`src/design/calc_pkg.sv`:
```
`default_nettype none

package calc_pkg;

    localparam int DEFAULT_WIDTH = 16;  // Operand and result width
    localparam int KEY_MAX       = 9;   // Highest decimal key accepted

    // Operator codes as the keypad delivers them, one-hot
    typedef enum logic [2:0] {
        OP_ADD = 3'b001,
        OP_SUB = 3'b010,
        OP_MUL = 3'b100
    } calc_op_t;

    // Controller FSM states
    typedef enum logic [2:0] {
        ENTER_FIRST  = 3'd0,  // Building first operand
        ENTER_SECOND = 3'd1,  // Building second operand
        ISSUE        = 3'd2,  // Start pulse to selected unit
        WAIT_RESULT  = 3'd3,  // Waiting for finish
        SHOW_RESULT  = 3'd4   // Result to display, complete pulse
    } calc_state_t;

endpackage

`default_nettype wire

```
`src/design/arith_if.sv`:
```
`default_nettype none

// One request/response channel between the controller and one arithmetic unit
interface arith_if #(
    parameter int DATA_WIDTH = calc_pkg::DEFAULT_WIDTH
);

    logic [DATA_WIDTH-1:0] in1;     // First operand, stable start to finish
    logic [DATA_WIDTH-1:0] in2;     // Second operand
    logic                  start;   // One-cycle request strobe
    logic [DATA_WIDTH-1:0] result;  // Valid with finish, held after
    logic                  finish;  // One-cycle done strobe

    modport requester (
        output in1,
        output in2,
        output start,
        input  result,
        input  finish
    );

    modport unit (
        input  in1,
        input  in2,
        input  start,
        output result,
        output finish
    );

endinterface

`default_nettype wire

```
`src/design/calc_control.sv`:
```
`default_nettype none

module calc_control #(
    parameter int DATA_WIDTH = calc_pkg::DEFAULT_WIDTH
) (
    input  logic                  clk,
    input  logic                  nRST,
    input  logic [3:0]            keypad_input,    // Single digit from keypad
    input  logic                  read_input,      // Digit strobe
    input  logic [2:0]            operator_input,  // One-hot operator code
    input  logic                  equal_input,     // Equal key
    arith_if.requester            add_bus,         // Adder/subtractor channel
    output logic                  sub_select,      // High selects subtraction
    arith_if.requester            mul_bus,         // Multiplier channel
    output logic                  complete,        // One-cycle result pulse
    output logic [DATA_WIDTH-1:0] display_output   // Last result, held
);
    import calc_pkg::*;

    calc_state_t           state;
    calc_state_t           state_next;
    calc_op_t              op_q;         // Operator latched at key press
    logic [DATA_WIDTH-1:0] operand1;
    logic [DATA_WIDTH-1:0] operand2;
    logic [DATA_WIDTH-1:0] entry_src;    // Operand being keyed in
    logic [DATA_WIDTH-1:0] entry_next;   // Ten times old value plus digit
    logic                  digit_valid;
    logic                  op_valid;
    logic                  is_mul;
    logic                  unit_finish;

    assign digit_valid = read_input && (keypad_input <= KEY_MAX);  // Keys 10..15 dropped
    assign is_mul      = (op_q == OP_MUL);
    assign unit_finish = is_mul ? mul_bus.finish : add_bus.finish;

    // Only the three one-hot codes count as an operator
    always_comb begin
        case (operator_input)
            OP_ADD, OP_SUB, OP_MUL: op_valid = 1'b1;
            default:                op_valid = 1'b0;
        endcase
    end

    // x*10 as x*8 + x*2, wraps at DATA_WIDTH
    assign entry_src  = (state == ENTER_SECOND) ? operand2 : operand1;
    assign entry_next = (entry_src << 3) + (entry_src << 1) + DATA_WIDTH'(keypad_input);

    // Both channels see the same operands; start picks the unit
    assign add_bus.in1 = operand1;
    assign add_bus.in2 = operand2;
    assign mul_bus.in1 = operand1;
    assign mul_bus.in2 = operand2;

    always_comb begin
        state_next = state;
        case (state)
            ENTER_FIRST: begin
                if (op_valid) begin
                    state_next = ENTER_SECOND;
                end
            end
            ENTER_SECOND: begin
                if (equal_input) begin
                    state_next = ISSUE;
                end
            end
            ISSUE: begin
                state_next = WAIT_RESULT;
            end
            WAIT_RESULT: begin
                if (unit_finish) begin
                    state_next = SHOW_RESULT;
                end
            end
            SHOW_RESULT: begin
                state_next = ENTER_FIRST;  // Next calculation starts fresh
            end
            default: begin
                state_next = ENTER_FIRST;
            end
        endcase
    end

    always_ff @(posedge clk or negedge nRST) begin
        if (!nRST) begin
            state <= ENTER_FIRST;
        end else begin
            state <= state_next;
        end
    end

    // Operand entry; operator beats digit, equal beats digit
    always_ff @(posedge clk or negedge nRST) begin
        if (!nRST) begin
            operand1 <= '0;
            operand2 <= '0;
        end else begin
            case (state)
                ENTER_FIRST: begin
                    if (!op_valid && digit_valid) begin
                        operand1 <= entry_next;
                    end
                end
                ENTER_SECOND: begin
                    if (!equal_input && digit_valid) begin
                        operand2 <= entry_next;
                    end
                end
                SHOW_RESULT: begin
                    operand1 <= '0;  // Clear for next entry
                    operand2 <= '0;
                end
                default: begin
                end
            endcase
        end
    end

    always_ff @(posedge clk or negedge nRST) begin
        if (!nRST) begin
            op_q <= OP_ADD;
        end else if (state == ENTER_FIRST && op_valid) begin
            op_q <= calc_op_t'(operator_input);  // Held through the calculation
        end
    end

    // Dispatch and result capture
    always_ff @(posedge clk or negedge nRST) begin
        if (!nRST) begin
            add_bus.start  <= 1'b0;
            mul_bus.start  <= 1'b0;
            sub_select     <= 1'b0;
            complete       <= 1'b0;
            display_output <= '0;
        end else begin
            add_bus.start <= (state == ISSUE) && !is_mul;  // Single pulse, ISSUE lasts one cycle
            mul_bus.start <= (state == ISSUE) && is_mul;
            complete      <= (state == SHOW_RESULT);
            if (state == ISSUE) begin
                sub_select <= (op_q == OP_SUB);  // Level, stays until next issue
            end
            if (state == SHOW_RESULT) begin
                display_output <= is_mul ? mul_bus.result : add_bus.result;
            end
        end
    end

endmodule

`default_nettype wire

```
`src/design/add_sub_unit.sv`:
```
`default_nettype none

module add_sub_unit #(
    parameter int DATA_WIDTH = calc_pkg::DEFAULT_WIDTH
) (
    input  logic   clk,
    input  logic   nRST,
    arith_if.unit  bus,         // Request from controller
    input  logic   sub_select   // High for in1 - in2
);

    logic [DATA_WIDTH-1:0] operand_b;  // in2 or its ones' complement
    logic [DATA_WIDTH-1:0] sum;

    // Subtract as in1 + ~in2 + 1, carry out dropped so it wraps
    assign operand_b = sub_select ? ~bus.in2 : bus.in2;
    assign sum       = bus.in1 + operand_b + DATA_WIDTH'(sub_select);

    // Finish one cycle after start
    always_ff @(posedge clk or negedge nRST) begin
        if (!nRST) begin
            bus.finish <= 1'b0;
        end else begin
            bus.finish <= bus.start;
        end
    end

    // Result held until the next start
    always_ff @(posedge clk) begin
        if (bus.start) begin
            bus.result <= sum;
        end
    end

endmodule

`default_nettype wire

```
`src/design/shift_add_multiplier.sv`:
```
`default_nettype none

module shift_add_multiplier #(
    parameter int DATA_WIDTH = calc_pkg::DEFAULT_WIDTH
) (
    input  logic  clk,
    input  logic  nRST,
    arith_if.unit bus          // Request from controller
);

    localparam int CNT_W = $clog2(DATA_WIDTH + 1);  // Holds DATA_WIDTH

    logic [DATA_WIDTH-1:0] mcand;     // Multiplicand, shifted left each step
    logic [DATA_WIDTH-1:0] mplier;    // Multiplier, shifted right each step
    logic [DATA_WIDTH-1:0] acc;       // Partial product, low half only
    logic [DATA_WIDTH-1:0] acc_next;
    logic [CNT_W-1:0]      bit_cnt;   // Multiplier bits left
    logic                  busy;

    assign acc_next = mplier[0] ? acc + mcand : acc;

    // Last step shows through combinationally so finish lands DATA_WIDTH
    // cycles after start; once idle mplier is zero and this is just acc
    assign bus.result = acc_next;
    assign bus.finish = busy && (bit_cnt == CNT_W'(1));

    always_ff @(posedge clk or negedge nRST) begin
        if (!nRST) begin
            busy    <= 1'b0;
            bit_cnt <= '0;
        end else if (!busy) begin
            if (bus.start) begin
                busy    <= 1'b1;
                bit_cnt <= CNT_W'(DATA_WIDTH);  // One step per multiplier bit
            end
        end else begin
            bit_cnt <= bit_cnt - 1'b1;
            if (bit_cnt == CNT_W'(1)) begin
                busy <= 1'b0;  // Done after the final step
            end
        end
    end

    // Datapath; start while busy is ignored
    always_ff @(posedge clk) begin
        if (!busy) begin
            if (bus.start) begin
                mcand  <= bus.in1;
                mplier <= bus.in2;
                acc    <= '0;
            end
        end else begin
            acc    <= acc_next;
            mcand  <= mcand << 1;   // Bits past DATA_WIDTH fall off
            mplier <= mplier >> 1;
        end
    end

endmodule

`default_nettype wire

```
`src/design/calculator_top.sv`:
```
`default_nettype none

module calculator_top #(
    parameter int DATA_WIDTH = calc_pkg::DEFAULT_WIDTH
) (
    input  logic                  clk,
    input  logic                  nRST,
    input  logic [3:0]            keypad_input,    // Digit 0..9
    input  logic                  read_input,      // Digit strobe
    input  logic [2:0]            operator_input,  // 001 add, 010 sub, 100 mul
    input  logic                  equal_input,
    output logic                  complete,        // One-cycle done pulse
    output logic [DATA_WIDTH-1:0] display_output
);

    arith_if #(.DATA_WIDTH(DATA_WIDTH)) add_bus ();  // Controller to add/sub
    arith_if #(.DATA_WIDTH(DATA_WIDTH)) mul_bus ();  // Controller to multiplier

    logic sub_select;  // Only the add/sub unit needs it

    calc_control #(
        .DATA_WIDTH (DATA_WIDTH)
    ) i_calc_control (
        .clk            (clk),
        .nRST           (nRST),
        .keypad_input   (keypad_input),
        .read_input     (read_input),
        .operator_input (operator_input),
        .equal_input    (equal_input),
        .add_bus        (add_bus),
        .sub_select     (sub_select),
        .mul_bus        (mul_bus),
        .complete       (complete),
        .display_output (display_output)
    );

    add_sub_unit #(
        .DATA_WIDTH (DATA_WIDTH)
    ) i_add_sub_unit (
        .clk        (clk),
        .nRST       (nRST),
        .bus        (add_bus),
        .sub_select (sub_select)
    );

    shift_add_multiplier #(
        .DATA_WIDTH (DATA_WIDTH)
    ) i_shift_add_multiplier (
        .clk  (clk),
        .nRST (nRST),
        .bus  (mul_bus)
    );

endmodule

`default_nettype wire

```
`config.mk`:
```
export PLATFORM = sky130hd
export DESIGN_NAME = calculator_top
export DESIGN_NICKNAME = d
export VERILOG_FILES = /design/src/design/calc_pkg.sv /design/src/design/arith_if.sv /design/src/design/calc_control.sv /design/src/design/add_sub_unit.sv /design/src/design/shift_add_multiplier.sv /design/src/design/calculator_top.sv
export SDC_FILE = /design/constraint.sdc
export NUM_CORES = 1
export LEC_CHECK = 0
export BUFFER_PORTS_ARGS = -buffer_cell sky130_fd_sc_hd__buf_2
export CAP_MARGIN = 30
export CORE_MARGIN = 1
export CORE_UTILIZATION = 63
export CTS_BUF_LIST = sky130_fd_sc_hd__clkbuf_16
export DETAILED_ROUTE_END_ITERATION = 12
export GPL_TIMING_DRIVEN = 0
export PLACE_DENSITY = 0.81
export SYNTH_ARGS = -nofsm -noshare
export SYNTH_HDL_FRONTEND = slang
export SYNTH_SLANG_ARGS = --single-unit
export TNS_END_PERCENT = 20
```
`constraint.sdc`:
```
create_clock -name clk -period 5.6 [get_ports clk]
set_clock_uncertainty 0.15 [all_clocks]
set_input_delay 0.84 -clock clk [delete_from_list [all_inputs] [get_ports clk]]
set_output_delay 0.84 -clock clk [all_outputs]
set_load 0.02 [all_outputs]
```
# Word level (Yosys, flattened, before mapping)
# Cells that the tools add are included.
[classes] eq_ne=15 bitwise_logic=1 n_reduce_logical=18 addsub=6 muxes=25 n_lt_le_gt_ge=1
[ops] operator="16-bit 2-to-1 mux" count=9
[ops] operator="16-bit one-hot mux with 2 select lines" count=2
[ops] operator="16-bit adder" count=3
[ops] operator="15-bit 2-to-1 mux" count=3
[ops] operator="16-bit by 1-bit adder with 16-bit output" count=1
[ops] operator="16-bit by 4-bit adder with 16-bit output" count=1
[ops] operator="16-bit inverter" count=1
[ops] operator="3-bit by 2-bit == test with 1-bit output (second input constant)" count=4
[ops] operator="3-bit one-hot mux with 4 select lines" count=1
[ops] operator="5-bit 2-to-1 mux" count=2
[ops] operator="3-bit == test (second input constant)" count=3
[ops] operator="3-bit 2-to-1 mux" count=3
[ops] operator="1-bit logical AND" count=7
[ops] operator="3-bit by 1-bit == test with 1-bit output (second input constant)" count=2
[ops] operator="2-bit by 1-bit inequality test with 1-bit output (second input constant)" count=3
[ops] operator="2-bit nonzero test" count=3
[ops] operator="5-bit by 1-bit == test with 1-bit output (second input constant)" count=1
[ops] operator="1-bit 2-to-1 mux" count=5
[ops] operator="5-bit by 1-bit subtractor with 5-bit output (second input constant)" count=1
[ops] operator="4-bit less-or-equal comparator (second input constant)" count=1
[ops] operator="2-bit inequality test (second input constant)" count=2
[ops] operator="2-bit AND reduction" count=2
[ops] operator="1-bit zero test" count=3
[ops] operator="3-bit zero test" count=1
[ops] operator="2 further kinds" count=2
[totals] wordCells=84 ff_bits=129 input_bits=11 out_inout_bits=17

# Logic depth before layout (Yosys ltp)
# Gate-level depths: netlist of the first run.
[logic_depth] word_depth=7 mapped_depth=15 ltp_nobuf=13

# Modules after synthesis
# Synthesis of the first run repeated with hierarchy kept, for this count alone.
[unflattened] cells_unflattened=799 area_unflattened_um2=8279.2
[modules_own_cells] mod="calc_control" area_each_um2=3663.5 cells_per_inst=386 seq_area_each_um2=1452.6 n_inst=1
[modules_own_cells] mod="shift_add_multiplier" area_each_um2=3250.6 cells_per_inst=281 seq_area_each_um2=1571.5 n_inst=1
[modules_own_cells] mod="add_sub_unit" area_each_um2=1365.1 cells_per_inst=132 seq_area_each_um2=505.5 n_inst=1

# Worst setup path before layout of the first run
# No wires, ideal clock.
[synth_path] path_kind="flip-flop to flip-flop" startpoint="register i_calc_control.state[2]" endpoint="register i_calc_control.operand1[12], in the netlist i_calc_control.add_bus.in1[12]" setup_time_ns=0.065 stages_incl_launch_ff=14 required_ns=5.385 t_arrival_ns=3.897 synth_period_minus_slack_ns=4.112 path_buffers=2 slack_ns=1.488 cell_sequence="dfrtp_1 > clkbuf_1 > nor3b_4 > clkbuf_1 > mux2_2 > fa_1 > fa_1 > a21o_1 > a21oi_1 > o31ai_1 > a211oi_1 > nor3_1 > nor4_1 > o21a_1"
[synth_via] elab_chain_cells=6 word_cells_on_any_way=11 cone_classes="2 x add/sub; 3 x eq/ne; 3 x mux; 3 x reduce/logical"
[synth_lines] item="from (decl)" line_no="calc_control.sv:20" text="calc_state_t state;"
[synth_lines] item="from (signal assigned)" line_no="calc_control.sv:88" text="state <= state_next;"
[synth_lines] item="3-bit by 1-bit == test with 1-bit output" line_no="calc_control.sv:45" text="assign entry_src = (state == ENTER_SECOND) ? operand2 : operand1;"
[synth_lines] item="15-bit 2-to-1 mux" line_no="calc_control.sv:45"
[synth_lines] item="16-bit adder" line_no="calc_control.sv:46" text="assign entry_next = (entry_src << 3) + (entry_src << 1) + DATA_WIDTH'(keypad_input);"
[synth_lines] item="16-bit by 4-bit adder with 16-bit output" line_no="calc_control.sv:46"
[synth_lines] item="16-bit 2-to-1 mux" line_no="calc_control.sv:100" text="if (!op_valid && digit_valid) begin"
[synth_lines] item="16-bit one-hot mux with 2 select lines" line_no="calc_control.sv:98" text="case (state)"
[synth_lines] item="to (signal assigned)" line_no="calc_control.sv:101" text="operand1 <= entry_next;"
[synth_lines] item="to (decl)" line_no="calc_control.sv:23" text="logic [DATA_WIDTH-1:0] operand1;"
# Several ways; a longest one is shown, not always the timed one. The select of a mux whose other input is x is not followed.
# A chain may end at the register's enable or synchronous reset.

# Final worst setup path of the first run
# Ends and elaborated chain as after synthesis.

==> metrics, run 1 <==
Top FF cell, synth=dfrtp_1; Reg clk slew, reported paths=0.06 ns; WL final=19300 um; vias per cell=6.11; met2 Track Usage GR=55.9%; Static Leak=3.82 nW; Reg area=0.00353 sq mm; synth warn=0; ant diodes=0; Die Wd=114 um; depth of the CTS H-tree=4; fin. max-slew vios=0; Die Y=114 um; worst-margin pin slew=0.875 ns; Post-synth ARST share=50.4%; Critical Path RT=5.81 ns; first drt pass iteration count=5; Unique masters post-synth=65; vias in the first global route=6142; Synth Area per Inst=10.2 sq um; IO Port Bufs=25; Tmin final=4.79 ns; Synth Instances=784; hold_buf cts=0; Final Hold Viols=0; initial antenna violation count=0; setup TNS=0 ns; RSZ-0062 raised after global routing=false; CTS tree=yes; EDFF count, synth=62; outcome=finished, final reports clean; Total GRT Usage=31.7%; max_slew headroom=41.7%; first-pass GRT wire length=31300 um; cts repair resizes=0; mean routed wirelength per cell=19.1 um; maxcap violations=0; Ports=28; total congestion overflow=0; Power per Cell Area=234 mW/mm^2; Clk Tree Root Cell=clkbuf_16; DP Wirelength=14200 um; GRT busiest layer=met2; share of the synthesized area in the top cell type=23.4%; Critical Path Fanout Max=10; WS Path Type=reg2reg; row count=40; multi-input logic area=0.00422 sq mm; Core Region=0.0122 sq mm; DRT antenna net count=0; Post-Syn Nets=856; synthesis-stage register bit count=129; via count=6174; Worst-Skew Late Latency=0.42 ns; initial DRC count=340; min-delay worst type=reg2reg; DR DRC count=0; Area growth, synth to finish=11.7%; hold_ws=0.319 ns; period utilization=85.6%; Nets=901; Placer Congestion=0.888; largest area contributor in the netlist=edfxtp_1; CTS max path bufs=2; CP arrival=5.00 ns; layout cells sized above 1=12.4%; Post-CTS Setup Repair Bufs=0; maximum vdd drop=0.000191 V; Post-Syn Area=0.00797 sq mm; Seq/Total Area, Yosys=44.3%; GR Util met3=5.24%; Num CTS Buffers=17; Setup violations, final=0; area of the die=0.0131 sq mm; FILL cells=844; GRT met1 Usage=39.2%; clock sink total=129; f_max=209 MHz; largest cells by area after synthesis=edfxtp_1, dfrtp_1, ha_1, nand2_1, mux2_2; largest net degree at the start of global routing=66; starting density of the core=65.5%; CP Capture Type=flop; Setup crit start kind=flop
## per-stage QoR
stage / util (%) / worst slack, ns / cell area (sq um) / instances / total power [W]
2_1_floorplan: - / 1.49 / 7970 / 784 / 0.00101
3_3_place_gp: 68.3 / 0.897 / 8300 / 977 / 0.00103
3_5_place_dp: 68.4 / 0.830 / 8320 / 978 / 0.00103
4_1_cts: 73.1 / 0.817 / 8890 / 1010 / 0.00208
5_1_grt: 73.1 / 0.551 / 8890 / 1010 / 0.00213
6_report: 73.1 / 0.809 / 8890 / 1010 / 0.00208
## routing by layer
metal  vias to the layer above  share of wire [%]
met5                         -                  0
met4                         0                2.4
met3                        33                4.0
met2                       179                 51
met1                      3015                 43
li1                       2947                  -
## sequential cells by signal, indices dropped and copies added (netlist names), 5 cells and up
register,count
i_shift_add_multiplier.acc,16
i_shift_add_multiplier.bit_cnt,5
i_calc_control.add_bus.in2,16
i_calc_control.add_bus.in1,16
i_add_sub_unit.bus.result,16
i_calc_control.display_output,16
i_shift_add_multiplier.mcand,16
i_shift_add_multiplier.mplier,16
## final cells by class
type / count / area share (%)
multi-input cells: 600 / 47.4
flip-flops and latches: 129 / 39.7
clock buffers: 17 / 4.78
well taps: 168 / 2.36
plain buffers: 37 / 1.69
repair buffers: 26 / 1.66
clock inverters: 15 / 1.63
inverters: 18 / 0.760
## kinds of logic (layout without fill, tap and decap cells)
group / count (synthesis) / count (layout) / synth area share, %
simple gates: 233 / 233 / 13.9
compound gates: 196 / 196 / 15.7
flops: 129 / 129 / 44.3
fa+ha+maj: 61 / 61 / 9.96
mux: 56 / 56 / 7.51
buf+inv: 55 / 113 / 2.73
xor+xnor: 54 / 54 / 5.94
## path summary, 6_finish.rpt
check / end / slack [ns] / start / cells after the start
setup / recovery: i_calc_control.add_bus.in1[12] / 0.81 / i_calc_control.state[2] / 13
hold / removal: i_calc_control.display_output[15] / 0.32 / i_add_sub_unit.bus.result[15] / 2
setup reg to reg: i_calc_control.add_bus.in1[12] / 0.81 / i_calc_control.state[2] / 13
hold reg to reg: i_calc_control.display_output[15] / 0.32 / i_add_sub_unit.bus.result[15] / 2
max in group asynchronous: i_shift_add_multiplier.bit_cnt[4] / 4.34 / nRST / 1
min in group asynchronous: i_calc_control.op_q[1] / 0.38 / nRST / 1
## cell usage after synthesis, types with 8 or more instances
master,count
a211oi_1,12
dfrtp_1,64
xnor2_1,25
o21ai_0,49
nor2b_1,20
mux2_2,30
mux2i_1,26
edfxtp_1,62
nor2_1,55
clkbuf_1,24
nand4_1,8
inv_1,17
xor2_1,29
nor3_1,11
ha_1,57
buf_2,9
nand2_1,97
a21o_1,20
a21oi_1,52
## layout by cell type (no fill, tap or decap), drive strengths merged, types with 3 or more instances in the layout
cell type   n
clkbuf     41
nor2b      20
buf        39
dfrtp      64
o21bai      5
clkinv      8
nand4b      3
nand3       5
inv        19
a22oi       5
a21boi      3
o31ai       7
nor3b       4
nand2b      5
nand4       8
nand2      97
nor3       12
ha         57
o211ai      5
a31oi       3
o21ai      52
mux2i      26
and2        7
a211oi     13
fa          4
clkinvlp    4
o21a        6
xor2       29
edfxtp     62
nor2       56
mux2       30
a21o       20
or3         4
a21oi      52
and3        4
a22o        6
xnor2      25
## worst max-delay path, cell delays in order (launching register included)
cell and delay, ns:
dfrtp_1 0.36, clkbuf_1 0.20, nor3b_4 0.51, clkbuf_1 0.51
mux2_2 0.44, fa_1 0.51, fa_1 0.48, a21o_1 0.19
a21oi_1 0.26, o31ai_1 0.19, a211oi_1 0.39, nor3_1 0.13
nor4_1 0.24, o21a_1 0.16
## power breakdown
part	internal [W]	switching, W
sequential	0.000987	0.0000000000149
combinational	0.00000502	0.0000169
clock	0.000650	0.000424
total	0.00164	0.000441
Note: power is estimated with default switching activity, not from simulation.
==> inputs of run 2 (changes only) <==
--- a/config.mk
+++ b/config.mk
@@ -8,11 +8,11 @@
 export BUFFER_PORTS_ARGS = -buffer_cell sky130_fd_sc_hd__buf_2
 export CAP_MARGIN = 30
 export CORE_MARGIN = 1
-export CORE_UTILIZATION = 63
-export CTS_BUF_LIST = sky130_fd_sc_hd__clkbuf_16
+export CORE_UTILIZATION = 65
+export CTS_BUF_LIST = sky130_fd_sc_hd__clkbuf_4 sky130_fd_sc_hd__clkbuf_8
 export DETAILED_ROUTE_END_ITERATION = 12
 export GPL_TIMING_DRIVEN = 0
-export PLACE_DENSITY = 0.81
+export PLACE_DENSITY = 0.83
 export SYNTH_ARGS = -nofsm -noshare
 export SYNTH_HDL_FRONTEND = slang
 export SYNTH_SLANG_ARGS = --single-unit
==> run 2 against run 1 <==
  * Setup slack got worse by 0.16 ns
  * Via count down 0.39%
  * Count of clock-buffer cells in the layout grew 4
  * Non-clock buffer count did not move
==> metrics, run 2 (synthesis results as in run 1) <==
outcome=finished, final reports clean; Worst Setup SP=i_calc_control.state[2]; layout cells sized above 1=12.7% (+0.36 points); via count=6150 (-0.39%); largest net degree at the start of global routing=66 (unchanged); Setup crit start kind=flop; Reg clk slew, reported paths=0.07 ns (about the same); maximum vdd drop=0.000135 V (-29%); Placer Congestion=0.916 (+3.2%); first drt pass iteration count=6 (+1); CP Capture Type=flop; Reg2Reg Depth=13 (unchanged); initial antenna violation count=0 (unchanged); CP arrival=5.18 ns (+0.18 ns); Clk Tree Root Cell=clkbuf_8; DP Wirelength=14200 um (about the same); maxcap violations=0 (unchanged); ant diodes=0 (unchanged); WL final=18700 um (-3.0%); Critical Path Fanout Max=10 (unchanged); initial DRC count=456 (+34%); vias in the first global route=6167 (+0.41%); multi-input logic area=0.00422 sq mm (unchanged); starting density of the core=66.6% (+1.1 points); DR DRC count=0 (unchanged); Tmin final=4.96 ns (+0.165 ns); Critical Path RT=5.83 ns (+0.02 ns); minimum setup slack among reg-to-reg paths=0.64 ns (-0.16 ns); worst hold start=i_calc_control.display_output[7]; area of the die=0.0127 sq mm (-3.0%); FILL cells=855 (+1.3%); Num CTS Buffers=17 (unchanged); non-filler cells, final=989 (-2.1%); Static Leak=3.74 nW (-2.3%); Setup violations, final=0 (unchanged); worst-margin pin slew=0.862 ns (-0.0128 ns); Die Wd=113 um (-1.5%); clock sink total=129 (unchanged); Hold Path End=i_calc_control.display_output[7]; min-delay worst type=reg2reg; RR Endpoint=i_calc_control.add_bus.in1[12]; Area growth, synth to finish=8.75%; Core Region=0.0120 sq mm (-1.6%); CTS max path bufs=2 (unchanged); total congestion overflow=0 (unchanged); IO Port Bufs=25 (unchanged); max_slew headroom=42.5% (+0.85 points); Total GRT Usage=31.6% (-0.069 points); row count=40 (unchanged); RSZ-0062 raised after global routing=false; Post-CTS Setup Repair Bufs=0 (unchanged); mean routed wirelength per cell=18.9 um (-0.92%); most common cell after layout, fill and taps aside=nand2_1; fin. max-slew vios=0 (unchanged); DRT antenna net count=0 (unchanged); WS Path Type=reg2reg; Reg area=0.00353 sq mm (unchanged); Hold Path Stages=1 (-1); period utilization=88.5% (+2.9 points); most frequent cells in the layout=nand2_1, dfrtp_1, edfxtp_1; Worst-Skew Late Latency=0.44 ns (+0.02 ns); Final Hold Viols=0 (unchanged); hold_ws=0.320 ns (+0.000896 ns); depth of the CTS H-tree=4 (unchanged); Inst Count DP=957 (-2.1%); Critical R2R Launch=i_calc_control.state[2]; hold_buf cts=0 (unchanged); Nets=901 (unchanged); setup TNS=0 ns (unchanged); first-pass GRT wire length=30800 um (-1.4%); Ports=28 (unchanged); Die Y=113 um (-1.5%); CTS tree=yes; f_max=202 MHz (-3.3%); Power per Cell Area=202 mW/mm^2 (-14%); cts repair resizes=0 (unchanged); vias per cell=6.22 (+1.7%)
-- run 2: cell count changes in the layout (fill, tap and decap cells not counted), sizes merged --
cell    change
clkinv      -1
clkbuf      +4
inv         -2
bufinv      -1
-- run 2: per-layer routing --
layer  GRT usage, %  routed length, um  vias up
met3           5.09                825       56
met1           38.9               7840     2947
li1               -                  -     2924
met5              0                  0        -
met2           54.6               9460      223
met4           15.1                578        0
-- run 2: cell type report --
type / instances / area share (%)
buffer: 37 / 1.73
clock buffer: 21 / 3.19
clock inverter: 11 / 1.03
inverter: 18 / 0.780
multi-input combinational: 600 / 48.7
sequential: 129 / 40.7
tap: 147 / 2.12
timing repair buffer: 26 / 1.70
-- run 2: critical path: stages (launching register included) --
cell      delay (ns)
dfrtp_1         0.36
clkbuf_1        0.21
nor3b_4         0.56
clkbuf_1        0.54
mux2_2          0.44
fa_1            0.52
fa_1            0.49
a21o_1          0.20
a21oi_1         0.29
o31ai_1         0.19
a211oi_1        0.41
nor3_1          0.12
nor4_1          0.24
o21a_1          0.17
-- run 2: worst max-delay path by stage --
stage	end	slack [ns]	cells past startpoint
2_1_floorplan	i_calc_control.add_bus.in1[12]	1.49	13
3_3_place_gp	i_calc_control.add_bus.in1[12]	0.88	13
3_5_place_dp	i_calc_control.add_bus.in1[12]	0.70	13
4_1_cts	i_calc_control.add_bus.in1[12]	0.70	13
5_1_grt	i_calc_control.add_bus.in1[12]	0.38	13
6_report	i_calc_control.add_bus.in1[12]	0.64	13
-- run 2: through the flow --
| step | setup WS, ns | area, sq um | power, W | util [%] |
|---|---|---|---|---|
| 3_3_place_gp | 0.877 | 8270 | 0.00103 | 69.2 |
| 3_5_place_dp | 0.701 | 8300 | 0.00103 | 69.4 |
| 2_1_floorplan | 1.49 | 7970 | 0.00101 | - |
| 6_report | 0.645 | 8660 | 0.00175 | 72.4 |
| 5_1_grt | 0.376 | 8660 | 0.00178 | 72.4 |
| 4_1_cts | 0.700 | 8660 | 0.00175 | 72.4 |
-- run 2: report_power, final --
group	switching (W)	internal, W	total (W)
combinational	0.0000166	0.00000500	0.0000216
clock	0.000361	0.000377	0.000738
sequential	0.0000000000144	0.000986	0.000986
total	0.000378	0.00137	0.00175
==> inputs of run 3 (changes only) <==
--- a/config.mk
+++ b/config.mk
@@ -13,6 +13,7 @@
 export DETAILED_ROUTE_END_ITERATION = 12
 export GPL_TIMING_DRIVEN = 0
 export PLACE_DENSITY = 0.83
+export REMOVE_ABC_BUFFERS = 1
 export SYNTH_ARGS = -nofsm -noshare
 export SYNTH_HDL_FRONTEND = slang
 export SYNTH_SLANG_ARGS = --single-unit
==> run 3 against run 2 <==
  * Cell count shrank 3.2%
  * Design area fell by 0.17%
  * Critical path depth shrank 2
  * Total power is 6.8% higher
  * Setup slack gained 0.33 ns
  * Global-route usage is 2.8 points lower
  * Sequential power about the same
  * Routed wire length is 7.2% lower
  * Critical endpoint unchanged
  * Sequential share of layout area is 0.085 points higher
  * Critical path type unchanged
  * Worst hold slack better by 0.0054 ns
==> metrics, run 3 (synthesis results as in run 1) <==
worst-margin pin slew=1.01 ns (+0.152 ns); Hold Path End=i_calc_control.display_output[6]; period utilization=82.6% (-5.9 points); dpl ws=1.04 ns (+0.336 ns); CP cell instances=nor3b_4 > mux2_2 > fa_1 > fa_1 > a21o_1 > a21oi_1 > o31ai_1 > a211oi_1 > nor3_1 > nor4_1 > o21a_1; Worst-Skew Late Latency=0.44 ns (about the same); min-delay worst type=reg2reg; first drt pass iteration count=5 (-1); DR DRC count=0 (unchanged); Critical Path RT=5.83 ns (about the same); Core Region=0.0120 sq mm (unchanged); Clk Tree Root Cell=clkbuf_8; Core Util, Final=72.3% (-0.13 points); first-pass GRT wire length=28500 um (-7.4%); RR Endpoint=i_calc_control.add_bus.in1[12]; minimum setup slack among reg-to-reg paths=0.97 ns (+0.33 ns); most frequent cells in the layout=nand2_1, dfrtp_1, edfxtp_1; Nets=869 (-3.6%); Num CTS Buffers=17 (unchanged); Area growth, synth to finish=8.56%; depth of the CTS H-tree=4 (unchanged); Placer Congestion=0.854 (-6.8%); max_slew headroom=32.3% (-10 points); fin. max-slew vios=0 (unchanged); largest net degree at the start of global routing=66 (unchanged); initial DRC count=454 (-0.44%); Hold Path Stages=1 (unchanged); CP max stage delay=0.83 ns (+0.27 ns); final setup margin=0.973 ns (+0.328 ns); Net Sw Frac=21.1% (-0.56 points); cell mode on critical path=fa_1; Final Hold Viols=0 (unchanged); total congestion overflow=0 (unchanged); vias in the first global route=5957 (-3.4%); maximum vdd drop=0.000154 V (+14%); Post-CTS Setup Repair Bufs=0 (unchanged); CTS max path bufs=2 (unchanged); hold_buf cts=0 (unchanged); cts repair resizes=0 (unchanged); Tmin final=4.63 ns (-0.328 ns); Total GRT Usage=28.8% (-2.8 points); initial antenna violation count=0 (unchanged); IO Port Bufs=27 (+8.0%); layout cells sized above 1=12.8% (+0.13 points); WL final=17400 um (-7.2%); combinational share of power=1.2% (about the same); Flop pwr share=52.8% (-3.7 points); Critical Path Fanout Max=19 (+9); Worst Setup SP=i_calc_control.state[1]; mean routed wirelength per cell=18.1 um (-4.1%); via count=6042 (-1.8%); vias per cell=6.31 (+1.5%); Die Wd=113 um (unchanged); worst hold start=i_calc_control.display_output[6]; area of the die=0.0127 sq mm (unchanged); WS Path Type=reg2reg; Psw=0.000393 W (+4.1%); Static Leak=3.72 nW (-0.53%); CP arrival=4.85 ns (-0.33 ns); Setup violations, final=0 (unchanged); clock sink total=129 (unchanged); non-filler cells, final=957 (-3.2%); outcome=finished, final reports clean; internal power=0.00147 W (+7.6%); Critical R2R Launch=i_calc_control.state[1]; Reg clk slew, reported paths=0.08 ns (about the same); RSZ-0062 raised after global routing=false; CP Capture Type=flop; ant diodes=0 (unchanged); starting density of the core=66.6% (unchanged); f_max=216 MHz (+7.1%); most common cell after layout, fill and taps aside=nand2_1; Reg2Reg Depth=11 (-2); DP Wirelength=12400 um (-13%); maxcap violations=0 (unchanged); Setup crit start kind=flop; Power Total=0.00186 W (+6.8%); Die Y=113 um (unchanged); Ports=28 (unchanged); row count=40 (unchanged); Power per Cell Area=216 mW/mm^2 (+7.0%); setup TNS=0 ns (unchanged); Clk pwr share=46.0% (+3.7 points); Slowest-stage cell, CP=nor3b_4; CTS tree=yes; DRT antenna net count=0 (unchanged); Inst Count DP=925 (-3.3%)
run 3: cell count changes in the layout (fill, tap and decap cells not counted), moves of 2 or more:
| cell | previous run | this run |
|---|---|---|
| clkbuf_1 | 24 | 0 |
| buf_2 | 33 | 26 |
| buf_1 | 4 | 0 |
| bufinv_16 | 1 | 4 |
| clkbuf_4 | 2 | 0 |
| clkbuf_8 | 19 | 17 |
| clkinv_2 | 5 | 3 |
| inv_6 | 0 | 2 |
run 3: per-layer routing:
metal,vias to the layer above,GRT usage [%],share of wire (%)
li1,2875,-,-
met1,2921,37.2,44
met2,201,47.7,49
met3,45,3.70,3.9
met4,0,15.1,3.3
met5,-,0,0
run 3: how the worst max path moves through the flow:
stage	end	slack, ns	cells after the start
global placement	i_calc_control.add_bus.in1[12]	1.14	11
floorplan	i_calc_control.add_bus.in1[12]	1.65	11
CTS	i_calc_control.add_bus.in1[12]	1.01	11
finish	i_calc_control.add_bus.in1[12]	0.97	11
detailed placement	i_calc_control.add_bus.in1[12]	1.04	11
global route	i_calc_control.add_bus.in1[12]	0.70	11
run 3: worst max-delay path, delay by kind of cell, from the launching register on:
family / cells / cell delay (ns)
fa+ha+maj: 2 / 0.99
simple gates: 3 / 1.25
compound gates: 5 / 1.21
flops: 1 / 0.50
mux: 1 / 0.45
run 3: cell type report:
type	instances	area, sq um
clock buffers	17	234
clock inverters	15	190
fillers	798	3310
inverters	18	67.6
multi-input cells	600	4220
flip-flops and latches	129	3530
well taps	147	184
repair buffers	31	220
run 3: power by group through the flow:
stage	clock, W	sequential [W]	combinational, W
after global routing	0.000901	0.000985	0.0000246
after CTS	0.000863	0.000985	0.0000220
after global placement	0	0.00101	0.0000204
after floorplan	0	0.00101	0.00000431
final	0.000858	0.000985	0.0000215
after detailed placement	0	0.00101	0.0000218
run 3: metrics by stage:
| step | hold slack [ns] | cell area (sq um) |
|---|---|---|
| after CTS | 0.330 | 8650 |
| after floorplan | 0.296 | 7820 |
| after global routing | 0.346 | 8650 |
| final | 0.325 | 8650 |
| after global placement | 0.307 | 8130 |
| after detailed placement | 0.312 | 8220 |
